<file path="src/common/ex_defs.svh">
// Execute stage parameters

`ifndef EX_DEFS_SVH
`define EX_DEFS_SVH

//////////////////////////////
// Datapath widths
//////////////////////////////

// Width of a data word and of the ALU operands
`define EX_XLEN 32

// Register file address width
`define EX_RF_AW 5

//////////////////////////////
// Multiplier sequencing
//////////////////////////////

// One shift-add step per multiplier bit
`define EX_MULT_STEPS `EX_XLEN

// Step counter width that holds EX_MULT_STEPS
`define EX_CNT_W 6

`endif

</file>
<file path="src/common/ex_pkg.sv">
// Execute stage types

`include "ex_defs.svh"

package ex_pkg;

  //////////////////////////////
  // Basic types
  //////////////////////////////

  // Data word
  typedef logic [`EX_XLEN-1:0] xlen_t;

  // Register file address
  typedef logic [`EX_RF_AW-1:0] rf_addr_t;

  //////////////////////////////
  // Opcodes and states
  //////////////////////////////

  // ALU operations with the branch comparisons last
  typedef enum logic [3:0] {
    ALU_ADD  = 4'd0,
    ALU_SUB  = 4'd1,
    ALU_AND  = 4'd2,
    ALU_OR   = 4'd3,
    ALU_XOR  = 4'd4,
    ALU_SLL  = 4'd5,
    ALU_SRL  = 4'd6,
    ALU_SRA  = 4'd7,
    ALU_SLT  = 4'd8,
    ALU_SLTU = 4'd9,
    ALU_EQ   = 4'd10,
    ALU_NE   = 4'd11,
    ALU_LT   = 4'd12,
    ALU_GE   = 4'd13,
    ALU_LTU  = 4'd14,
    ALU_GEU  = 4'd15
  } alu_op_e;

  // Multiply operations
  // Low word, signed high word, unsigned high word
  typedef enum logic [1:0] {
    MULT_MUL   = 2'd0,
    MULT_MULH  = 2'd1,
    MULT_MULHU = 2'd2
  } mult_op_e;

  // Multiplier sequencer states
  typedef enum logic [1:0] {
    MULT_IDLE = 2'd0,
    MULT_BUSY = 2'd1,
    MULT_DONE = 2'd2
  } mult_state_e;

  //////////////////////////////
  // Pipe and side-band structs
  //////////////////////////////

  // Decode to execute
  typedef struct packed {
    logic     instr_valid;
    xlen_t    pc;
    logic     alu_en;
    alu_op_e  alu_op;
    logic     mult_en;
    mult_op_e mult_op;
    xlen_t    operand_a;
    xlen_t    operand_b;
    xlen_t    operand_c;     // Branch target
    logic     rf_we;
    rf_addr_t rf_waddr;
    logic     branch_in_ex;
  } id_ex_pipe_t;

  // Execute to writeback
  typedef struct packed {
    logic     instr_valid;
    logic     rf_we;
    rf_addr_t rf_waddr;
    xlen_t    rf_wdata;
    xlen_t    pc;
  } ex_wb_pipe_t;

  // Same-cycle forwarding back to decode
  typedef struct packed {
    logic     we;
    rf_addr_t waddr;
    xlen_t    wdata;
  } rf_fwd_t;

  // Branch decision and target to fetch
  typedef struct packed {
    logic  decision;
    xlen_t target;
  } branch_t;

endpackage

</file>
<file path="src/alu/ex_alu.sv">
// Execute stage ALU

`timescale 1ns/1ps

`include "ex_defs.svh"

module ex_alu
(
  input  ex_pkg::alu_op_e       operator_i,
  input  logic [`EX_XLEN-1:0]   operand_a_i,
  input  logic [`EX_XLEN-1:0]   operand_b_i,
  output logic [`EX_XLEN-1:0]   result_o,
  output logic                  cmp_result_o
);

  // Shift amount comes from the low bits of operand b
  localparam int SHAMT_W = $clog2(`EX_XLEN);

  logic [`EX_XLEN-1:0] sum;
  logic [`EX_XLEN-1:0] diff;
  logic [SHAMT_W-1:0]  shamt;
  logic                is_equal;
  logic                lt_signed;
  logic                lt_unsigned;

  //////////////////////////////
  // Shared arithmetic
  //////////////////////////////

  assign sum   = operand_a_i + operand_b_i;
  assign diff  = operand_a_i - operand_b_i;
  assign shamt = operand_b_i[SHAMT_W-1:0];

  // Comparisons reused by set-less-than and branches
  assign is_equal    = (operand_a_i == operand_b_i);
  assign lt_unsigned = (operand_a_i < operand_b_i);
  assign lt_signed   = ($signed(operand_a_i) < $signed(operand_b_i));

  //////////////////////////////
  // Compare result
  //////////////////////////////

  always_comb
  begin
    unique case (operator_i)
      ex_pkg::ALU_EQ:  cmp_result_o = is_equal;
      ex_pkg::ALU_NE:  cmp_result_o = !is_equal;
      ex_pkg::ALU_LT:  cmp_result_o = lt_signed;
      ex_pkg::ALU_GE:  cmp_result_o = !lt_signed;
      ex_pkg::ALU_LTU: cmp_result_o = lt_unsigned;
      ex_pkg::ALU_GEU: cmp_result_o = !lt_unsigned;
      // Not a branch comparison
      default:         cmp_result_o = 1'b0;
    endcase
  end

  //////////////////////////////
  // Result mux
  //////////////////////////////

  always_comb
  begin
    unique case (operator_i)
      ex_pkg::ALU_ADD:  result_o = sum;
      ex_pkg::ALU_SUB:  result_o = diff;
      ex_pkg::ALU_AND:  result_o = operand_a_i & operand_b_i;
      ex_pkg::ALU_OR:   result_o = operand_a_i | operand_b_i;
      ex_pkg::ALU_XOR:  result_o = operand_a_i ^ operand_b_i;
      ex_pkg::ALU_SLL:  result_o = operand_a_i << shamt;
      ex_pkg::ALU_SRL:  result_o = operand_a_i >> shamt;
      // Arithmetic shift keeps the sign bit
      ex_pkg::ALU_SRA:  result_o = $unsigned($signed(operand_a_i) >>> shamt);
      ex_pkg::ALU_SLT:  result_o = {{(`EX_XLEN-1){1'b0}}, lt_signed};
      ex_pkg::ALU_SLTU: result_o = {{(`EX_XLEN-1){1'b0}}, lt_unsigned};
      // Branch comparisons return the flag zero-extended
      default:          result_o = {{(`EX_XLEN-1){1'b0}}, cmp_result_o};
    endcase
  end

endmodule

</file>
<file path="src/mult/mult_ctrl.sv">
// Multiplier sequencer

`timescale 1ns/1ps

module mult_ctrl
(
  input  logic clk,
  input  logic rst_n,
  input  logic start_i,
  input  logic ex_ready_i,
  input  logic last_i,
  output logic load_o,
  output logic step_o,
  output logic ready_o
);

  ex_pkg::mult_state_e state_q;
  ex_pkg::mult_state_e state_d;

  //////////////////////////////
  // Next state and outputs
  //////////////////////////////

  always_comb
  begin
    state_d = state_q;
    load_o  = 1'b0;
    step_o  = 1'b0;
    ready_o = 1'b0;
    unique case (state_q)
      ex_pkg::MULT_IDLE:
      begin
        // Ready for anything but a new multiply
        ready_o = !start_i;
        if (start_i)
        begin
          load_o  = 1'b1;
          state_d = ex_pkg::MULT_BUSY;
        end
      end
      ex_pkg::MULT_BUSY:
      begin
        // One shift-add step per cycle
        step_o = 1'b1;
        if (last_i)
          state_d = ex_pkg::MULT_DONE;
      end
      ex_pkg::MULT_DONE:
      begin
        // Hold the product until the stage hands it on
        ready_o = 1'b1;
        if (ex_ready_i)
          state_d = ex_pkg::MULT_IDLE;
      end
      default: state_d = ex_pkg::MULT_IDLE;
    endcase
  end

  // State register
  always_ff @(posedge clk, negedge rst_n)
  begin
    if (!rst_n)
      state_q <= ex_pkg::MULT_IDLE;
    else
      state_q <= state_d;
  end

endmodule

</file>
<file path="src/mult/mult_step_counter.sv">
// Multiplier step counter

`timescale 1ns/1ps

`include "ex_defs.svh"

module mult_step_counter
(
  input  logic clk,
  input  logic rst_n,
  input  logic load_i,
  input  logic step_i,
  output logic last_o
);

  logic [`EX_CNT_W-1:0] cnt_q;

  // Load the full step count, then count down once per step
  always_ff @(posedge clk, negedge rst_n)
  begin
    if (!rst_n)
      cnt_q <= '0;
    else if (load_i)
      cnt_q <= `EX_CNT_W'(`EX_MULT_STEPS);
    else if (step_i)
      cnt_q <= cnt_q - `EX_CNT_W'(1);
  end

  // Count of one marks the final step
  assign last_o = (cnt_q == `EX_CNT_W'(1));

endmodule

</file>
<file path="src/mult/mult_datapath.sv">
// Shift-add multiplier datapath

`timescale 1ns/1ps

`include "ex_defs.svh"

module mult_datapath
(
  input  logic                clk,
  input  logic                rst_n,
  input  logic                load_i,
  input  logic                step_i,
  input  ex_pkg::mult_op_e    op_i,
  input  logic [`EX_XLEN-1:0] op_a_i,
  input  logic [`EX_XLEN-1:0] op_b_i,
  output logic [`EX_XLEN-1:0] result_o
);

  localparam int XL = `EX_XLEN;

  logic                signed_mode;
  logic [XL-1:0]       mag_a;
  logic [XL-1:0]       mag_b;
  logic [2*XL-1:0]     acc_q;
  logic [2*XL-1:0]     mcand_q;
  logic [XL-1:0]       mplier_q;
  logic                neg_q;
  ex_pkg::mult_op_e    op_q;
  logic [2*XL-1:0]     product;

  //////////////////////////////
  // Operand magnitudes
  //////////////////////////////

  // Only the signed high word needs sign handling
  assign signed_mode = (op_i == ex_pkg::MULT_MULH);
  assign mag_a = (signed_mode && op_a_i[XL-1]) ? -op_a_i : op_a_i;
  assign mag_b = (signed_mode && op_b_i[XL-1]) ? -op_b_i : op_b_i;

  //////////////////////////////
  // Shift-add registers
  //////////////////////////////

  always_ff @(posedge clk, negedge rst_n)
  begin
    if (!rst_n)
    begin
      acc_q    <= '0;
      mcand_q  <= '0;
      mplier_q <= '0;
      neg_q    <= 1'b0;
      op_q     <= ex_pkg::MULT_MUL;
    end
    else if (load_i)
    begin
      acc_q    <= '0;
      mcand_q  <= {{XL{1'b0}}, mag_a};
      mplier_q <= mag_b;
      // Product is negative when exactly one signed operand is
      neg_q    <= signed_mode && (op_a_i[XL-1] ^ op_b_i[XL-1]);
      op_q     <= op_i;
    end
    else if (step_i)
    begin
      // Add the shifted multiplicand for each set multiplier bit
      if (mplier_q[0])
        acc_q <= acc_q + mcand_q;
      mcand_q  <= mcand_q << 1;
      mplier_q <= mplier_q >> 1;
    end
  end

  // Restore the sign, then pick the requested word
  assign product  = neg_q ? -acc_q : acc_q;
  assign result_o = (op_q == ex_pkg::MULT_MUL) ? product[XL-1:0] : product[2*XL-1:XL];

endmodule

</file>
<file path="src/ex_stage.sv">
// Execute stage top level

`timescale 1ns/1ps

module ex_stage
(
  input  logic                clk,
  input  logic                rst_n,
  input  logic                kill_ex_i,
  input  ex_pkg::id_ex_pipe_t id_ex_pipe_i,
  input  logic                wb_ready_i,
  output logic                ex_ready_o,
  output logic                ex_valid_o,
  output ex_pkg::ex_wb_pipe_t ex_wb_pipe_o,
  output ex_pkg::rf_fwd_t     fwd_o,
  output ex_pkg::branch_t     branch_o
);

  ex_pkg::xlen_t    alu_result;
  ex_pkg::xlen_t    mult_result;
  ex_pkg::xlen_t    wdata;
  logic             alu_cmp_result;
  logic             alu_en_gated;
  logic             mult_en_gated;
  logic             rf_we_gated;
  logic             branch_valid;
  logic             mult_load;
  logic             mult_step;
  logic             mult_last;
  logic             mult_ready;
  // EX/WB register fields
  logic             wb_valid_q;
  logic             wb_we_q;
  ex_pkg::rf_addr_t wb_waddr_q;
  ex_pkg::xlen_t    wb_wdata_q;
  ex_pkg::xlen_t    wb_pc_q;

  // Enables only count for a valid, live instruction
  assign alu_en_gated  = id_ex_pipe_i.alu_en && id_ex_pipe_i.instr_valid && !kill_ex_i;
  assign mult_en_gated = id_ex_pipe_i.mult_en && id_ex_pipe_i.instr_valid && !kill_ex_i;
  assign rf_we_gated   = id_ex_pipe_i.rf_we && id_ex_pipe_i.instr_valid && !kill_ex_i;
  assign branch_valid  = id_ex_pipe_i.branch_in_ex && id_ex_pipe_i.instr_valid;

  //////////////////////////////
  // Write data and forwarding
  //////////////////////////////

  always_comb
  begin
    wdata = '0;
    if (alu_en_gated)
      wdata = alu_result;
    if (mult_en_gated)
      wdata = mult_result;
  end

  assign fwd_o = '{we: rf_we_gated, waddr: id_ex_pipe_i.rf_waddr, wdata: wdata};

  // Fetch only redirects on a live branch
  assign branch_o = '{decision: branch_valid && !kill_ex_i && alu_cmp_result,
                      target:   id_ex_pipe_i.operand_c};

  //////////////////////////////
  // Execution units
  //////////////////////////////

  ex_alu u_alu
  (
    .operator_i   ( id_ex_pipe_i.alu_op    ),
    .operand_a_i  ( id_ex_pipe_i.operand_a ),
    .operand_b_i  ( id_ex_pipe_i.operand_b ),
    .result_o     ( alu_result             ),
    .cmp_result_o ( alu_cmp_result         )
  );

  mult_ctrl u_mult_ctrl
  (
    .clk        ( clk           ),
    .rst_n      ( rst_n         ),
    .start_i    ( mult_en_gated ),
    .ex_ready_i ( ex_ready_o    ),
    .last_i     ( mult_last     ),
    .load_o     ( mult_load     ),
    .step_o     ( mult_step     ),
    .ready_o    ( mult_ready    )
  );

  mult_step_counter u_mult_cnt
  (
    .clk    ( clk       ),
    .rst_n  ( rst_n     ),
    .load_i ( mult_load ),
    .step_i ( mult_step ),
    .last_o ( mult_last )
  );

  mult_datapath u_mult_dp
  (
    .clk      ( clk                    ),
    .rst_n    ( rst_n                  ),
    .load_i   ( mult_load              ),
    .step_i   ( mult_step              ),
    .op_i     ( id_ex_pipe_i.mult_op   ),
    .op_a_i   ( id_ex_pipe_i.operand_a ),
    .op_b_i   ( id_ex_pipe_i.operand_b ),
    .result_o ( mult_result            )
  );

  //////////////////////////////
  // Handshake
  //////////////////////////////

  // Branches finish here and never wait for writeback
  assign ex_ready_o = (mult_ready && wb_ready_i) || branch_valid;
  assign ex_valid_o = mult_ready && wb_ready_i && id_ex_pipe_i.instr_valid && !kill_ex_i;

  //////////////////////////////
  // EX/WB pipe register
  //////////////////////////////

  // Control bits are flushed when writeback is ready and nothing valid arrives
  always_ff @(posedge clk, negedge rst_n)
  begin
    if (!rst_n)
    begin
      wb_valid_q <= 1'b0;
      wb_we_q    <= 1'b0;
    end
    else if (ex_valid_o)
    begin
      wb_valid_q <= 1'b1;
      wb_we_q    <= rf_we_gated;
    end
    else if (wb_ready_i)
      wb_valid_q <= 1'b0;
  end

  // Payload only moves with a valid result
  always_ff @(posedge clk)
  begin
    if (ex_valid_o)
    begin
      wb_waddr_q <= id_ex_pipe_i.rf_waddr;
      wb_wdata_q <= wdata;
      wb_pc_q    <= id_ex_pipe_i.pc;
    end
  end

  assign ex_wb_pipe_o = '{instr_valid: wb_valid_q, rf_we: wb_we_q, rf_waddr: wb_waddr_q,
                          rf_wdata: wb_wdata_q, pc: wb_pc_q};

endmodule

</file>
<file path="config.mk">
export PLATFORM = sky130hd
export DESIGN_NAME = ex_stage
export DESIGN_NICKNAME = d
export VERILOG_FILES = /design/src/common/ex_pkg.sv /design/src/alu/ex_alu.sv /design/src/mult/mult_ctrl.sv /design/src/mult/mult_step_counter.sv /design/src/mult/mult_datapath.sv /design/src/ex_stage.sv
export VERILOG_INCLUDE_DIRS = /design/src /design/src/common
export SDC_FILE = /design/constraint.sdc
export NUM_CORES = 1
export LEC_CHECK = 0
export BUFFER_PORTS_ARGS = -buffer_cell sky130_fd_sc_hd__buf_2
export CAP_MARGIN = 25
export CELL_PAD_IN_SITES_DETAIL_PLACEMENT = 0
export CELL_PAD_IN_SITES_GLOBAL_PLACEMENT = 1
export CORE_MARGIN = 3
export CORE_UTILIZATION = 46
export CTS_BUF_LIST = sky130_fd_sc_hd__clkbuf_4 sky130_fd_sc_hd__clkbuf_8 sky130_fd_sc_hd__clkbuf_16
export CTS_CLUSTER_DIAMETER = 120
export DETAILED_ROUTE_END_ITERATION = 8
export PLACE_DENSITY_LB_ADDON = 0.1
export SLEW_MARGIN = 30
export SYNTH_ARGS = -nofsm -noshare
export SYNTH_HDL_FRONTEND = slang
export SYNTH_HIERARCHICAL = 1
export SYNTH_SLANG_ARGS = --single-unit
</file>
<file path="constraint.sdc">
create_clock -name clk -period 5.6 [get_ports clk]
set_input_delay 0.84 -clock clk [delete_from_list [all_inputs] [get_ports clk]]
set_output_delay 0.84 -clock clk [all_outputs]
set_load 0.005 [all_outputs]
</file>
==> results.txt <==
The run finished with clean final reports. Setup violations remaining at the end of the flow were counted as 0. After detailed placement, the design holds a cell count of 4103. Cell chosen for the clock root: clkbuf_16. TritonCTS created 29 clock buffers. The tools report the detailed-route DRC error count as 0. OpenSTA, run right after detailed placement, puts the worst setup slack at 0.258 ns.

On the final layout, the worst hold slack is 0.224 ns. The path class of the tightest hold or removal check is in2async. The period utilization is 97.9%.

The max-slew violation count was 0. The logs give 97 for the number of distinct library cell variants in the gate-level netlist after synthesis and 27000 for the total vias in the final route. In this run the standard cell core region covers 55500 um2. Across the run, the number of max-cap violations was 0. Counting flops with an async set or reset pin after synthesis yields a share of 71.5%.

Once layout is complete, the utilization of the core stands at 52.2%. For flop-to-flop paths, the worst setup slack is 0.93 ns. Of all nets on the critical path, the largest fanout is 7. Largest area contributor in the synthesized netlist: dfrtp_1. The final layout contains routed wiring with a total length of 112000 um.

The tools report the setup fix buffers added after clock tree synthesis as 0. The number of hold violations in the final report is 0. After the first detailed-routing iteration, the DRC count stood at 3293. STA classifies the critical path startpoint as a flip-flop. Counting the fill cells in the layout gives 5406.

Entering global routing, the biggest net connects 137 pins. After the last flow step, the layout net total stands at 3702. STA classifies the critical path endpoint as an output port. After layout, the worst setup slack is 0.116 ns.

The run gives 4161 as the post-layout instance count excluding filler cells. At the end of routability-driven placement, the weighted congestion stood at 1.04. The most used standard cell by instance count after synthesis was nand2_1. After clock tree synthesis, the clock-pin slew on the worst setup and hold paths is 0.07 ns.

Last element of the critical path: fwd_o[31]. Number of enable-type register cells in the synthesized netlist: 69. For the total number of yosys warnings, the log shows 6. For the HPWL after detailed placement, the log shows 88800 um.

Synthesis handed over a netlist of 3257 instances. After detailed routing, the average wire length per cell comes to 27.0 um. At the pin with the least slew margin, the transition time is 1.23 ns. The worst register-to-register path ends at u_mult_dp/acc_q[60]$_DFFE_PN0P_.

The most used flip-flop cell after synthesis is dfrtp_1. The first global-routing pass estimated 164000 um of wire. For this run, the detailed router's first-pass iteration total came to 7. First element of the critical path: u_mult_dp/acc_q[10]$_DFFE_PN0P_. The count of port buffers added during placement is 227.

In this run the mean area of a mapped cell was 7.99 um2. For the final routed database, the setup TNS stands at 0 ns. The area of the multi-input gates was 18000 um2; the number of nets in the synthesized netlist was 3573. Setup repair after global routing left no endpoint under its margin. For this run, the register share of the synthesized area comes to 24.6%. The clock insertion delay at the later pin of the skew report came out at 0.60 ns.

Worst slew margin relative to its limit: 17.9%. The remaining global-route overflow is 0. The commonest cells after synthesis are 425 x nand2_1, 303 x a21oi_1, 255 x nor2_1, 254 x o21ai_0, 173 x dfrtp_1. After synthesis the cells add up to 26000 um2. Overall power consumption after layout is estimated at 12.0 mW.

The launching point of the worst reg2reg path is u_mult_dp/acc_q[0]$_DFFE_PN0P_. The achievable frequency is 182 MHz, and the worst reg2reg path depth is 13. The placement-stage cell area is 27900 um2, and the I/O pin count is 292. After synthesis, the cell types taking the most area are dfrtp_1 17%, edfxtp_1 8.0%, ha_1 7.9%.

The critical setup path kind is reg2out. TritonCTS built the clock tree. The portion of synthesized cell area occupied by the leading cell type was 16.6%; the number of cell rows was 86. The area added between synthesis and finish was 11.4%; the die height was 244 um. Between clock sinks in the finished design, the worst skew comes to 0.0371 ns. In this run the remaining antenna-violating nets after routing total 0.

Data on the critical path arrives at its endpoint at 4.64 ns. The tools report the via count of the first global-routing pass as 24900. In the final layout, the share of cells above drive strength 1 is 15.5%. Once layout is done, the placed cells without fillers occupy 29000 um2. The maximum level of the CTS H-tree is 1, and the highest ir drop seen on vdd is 0.481 mV. The initial utilization of the core area, before any placement, comes to 46.9%. At the worst endpoint, the required time is 4.76 ns.

The register area came out at 6400 um2. The overall die width came out at 244 um. The floorplan step defined a die boundary enclosing 59500 um2.

Subtracting the final worst setup slack from the clock period gives 5.48 ns. The number of antenna violations at the first check in global routing was 7. The synthesized design contains 242 register bits.

The total routing resource utilization after global routing came out at 36.2%. The clock passes through at most 3 buffers. Dividing the detail-routed via count by the number of cells gives 6.49. The power per cell area came out at 413 nW/um2. The clock net in this run drives a total of 242 sinks. For this design the static power due to leakage is 12.8 nW.
[routing by layer]
layer	part of all wire, %	global-route usage [%]
met5	0.014	0
met2	41	52.5
met3	13	11.9
met1	43	51.8
met4	3.0	9.28
[kinds of logic (layout without fill, tap and decap cells)]
logic type,count (synthesis),count (layout),share of synthesized area [%]
simple gates,1083,1083,19.7
compound gates,999,999,24.5
buf+inv,386,538,6.67
flops,242,242,24.6
mux,203,203,10.5
xor+xnor,176,176,5.92
fa+ha+maj,168,168,8.16
other cells,0,4,0
[worst min-delay path by stage]
stage	from	to	slack [ns]	cells past startpoint
after floorplan	wb_we_q$_DFFE_PN0P_	wb_we_q$_DFFE_PN0P_	0.47	1
after global placement	wb_we_q$_DFFE_PN0P_	wb_we_q$_DFFE_PN0P_	0.47	1
after detailed placement	wb_we_q$_DFFE_PN0P_	wb_we_q$_DFFE_PN0P_	0.50	1
after CTS	rst_n	u_mult_dp/acc_q[43]$_DFFE_PN0P_	0.22	1
after global routing	rst_n	u_mult_dp/mcand_q[58]$_DFFE_PN0P_	0.24	1
final	rst_n	u_mult_dp/mcand_q[58]$_DFFE_PN0P_	0.22	1
[registers in the layout, summed over array words and instances, names as in the netlist]
register and count:
u_mult_dp/acc_q 64, u_mult_dp/mcand_q 64, u_mult_dp/mplier_q 32, wb_pc_q 32
wb_wdata_q 32, u_mult_cnt/cnt_q 6, wb_waddr_q 5, u_mult_ctrl/state_q 2
u_mult_dp/op_q 2, u_mult_dp/neg_q 1, wb_valid_q 1, wb_we_q 1
[worst max-delay path, stage by stage, from the launching register on]
cell and delay [ns]:
dfrtp_1 0.43, or4_4 0.57, or3_4 0.40, or3_4 0.37, or4_4 0.46, or2_4 0.30
or3_4 0.42, nor3_4 0.20, o22ai_1 0.10, a21boi_0 0.24, nand2_1 0.19, a21oi_4 0.22
buf_2 0.15
[where the power goes]
group,internal [mW],switching (mW),total [mW]
combinational,2.62,4.27,6.90
sequential,2.37,0.725,3.10
clock,1.17,0.807,1.97
[repair_timing]
action,in CTS,in global routing
gates resized for setup,7,15
setup endpoints to repair,5,8
hold buffers,0,0
[layout make-up]
type | count | share of cell area [%]
well taps | 748 | 3.23
multi-input cells | 2629 | 62.1
diodes | 4 | 0.0345
repair buffers | 345 | 7.28
flip-flops and latches | 242 | 22.1
inverters | 139 | 1.80
clock buffers | 37 | 2.80
clock inverters | 17 | 0.626
[cells in the final DEF (no fill, tap or decap), types with 25 or more instances in the layout]
| cell | netlist | final |
|---|---|---|
| nand2_1 | 425 | 424 |
| a21oi_1 | 303 | 298 |
| nor2_1 | 255 | 254 |
| o21ai_0 | 254 | 249 |
| buf_2 | 29 | 224 |
| dfrtp_1 | 173 | 172 |
| ha_1 | 165 | 165 |
| inv_1 | 136 | 135 |
| mux2i_1 | 132 | 132 |
| buf_4 | 45 | 114 |
| xnor2_1 | 95 | 95 |
| xor2_1 | 81 | 81 |
| edfxtp_1 | 69 | 69 |
| nor3_1 | 68 | 66 |
| a21o_1 | 56 | 56 |
| nand3b_1 | 49 | 49 |
| a211oi_1 | 46 | 46 |
| mux4_2 | 46 | 46 |
| o211ai_1 | 43 | 43 |
| nand3_1 | 43 | 43 |
| o31ai_1 | 35 | 33 |
| nor2b_1 | 31 | 31 |
| clkbuf_16 | 0 | 29 |
| nor4_1 | 31 | 29 |
| o221ai_1 | 26 | 26 |
| or3_1 | 27 | 26 |
| o21bai_1 | 25 | 25 |
| nand4_1 | 25 | 25 |
(Power assumes the default switching activity.)
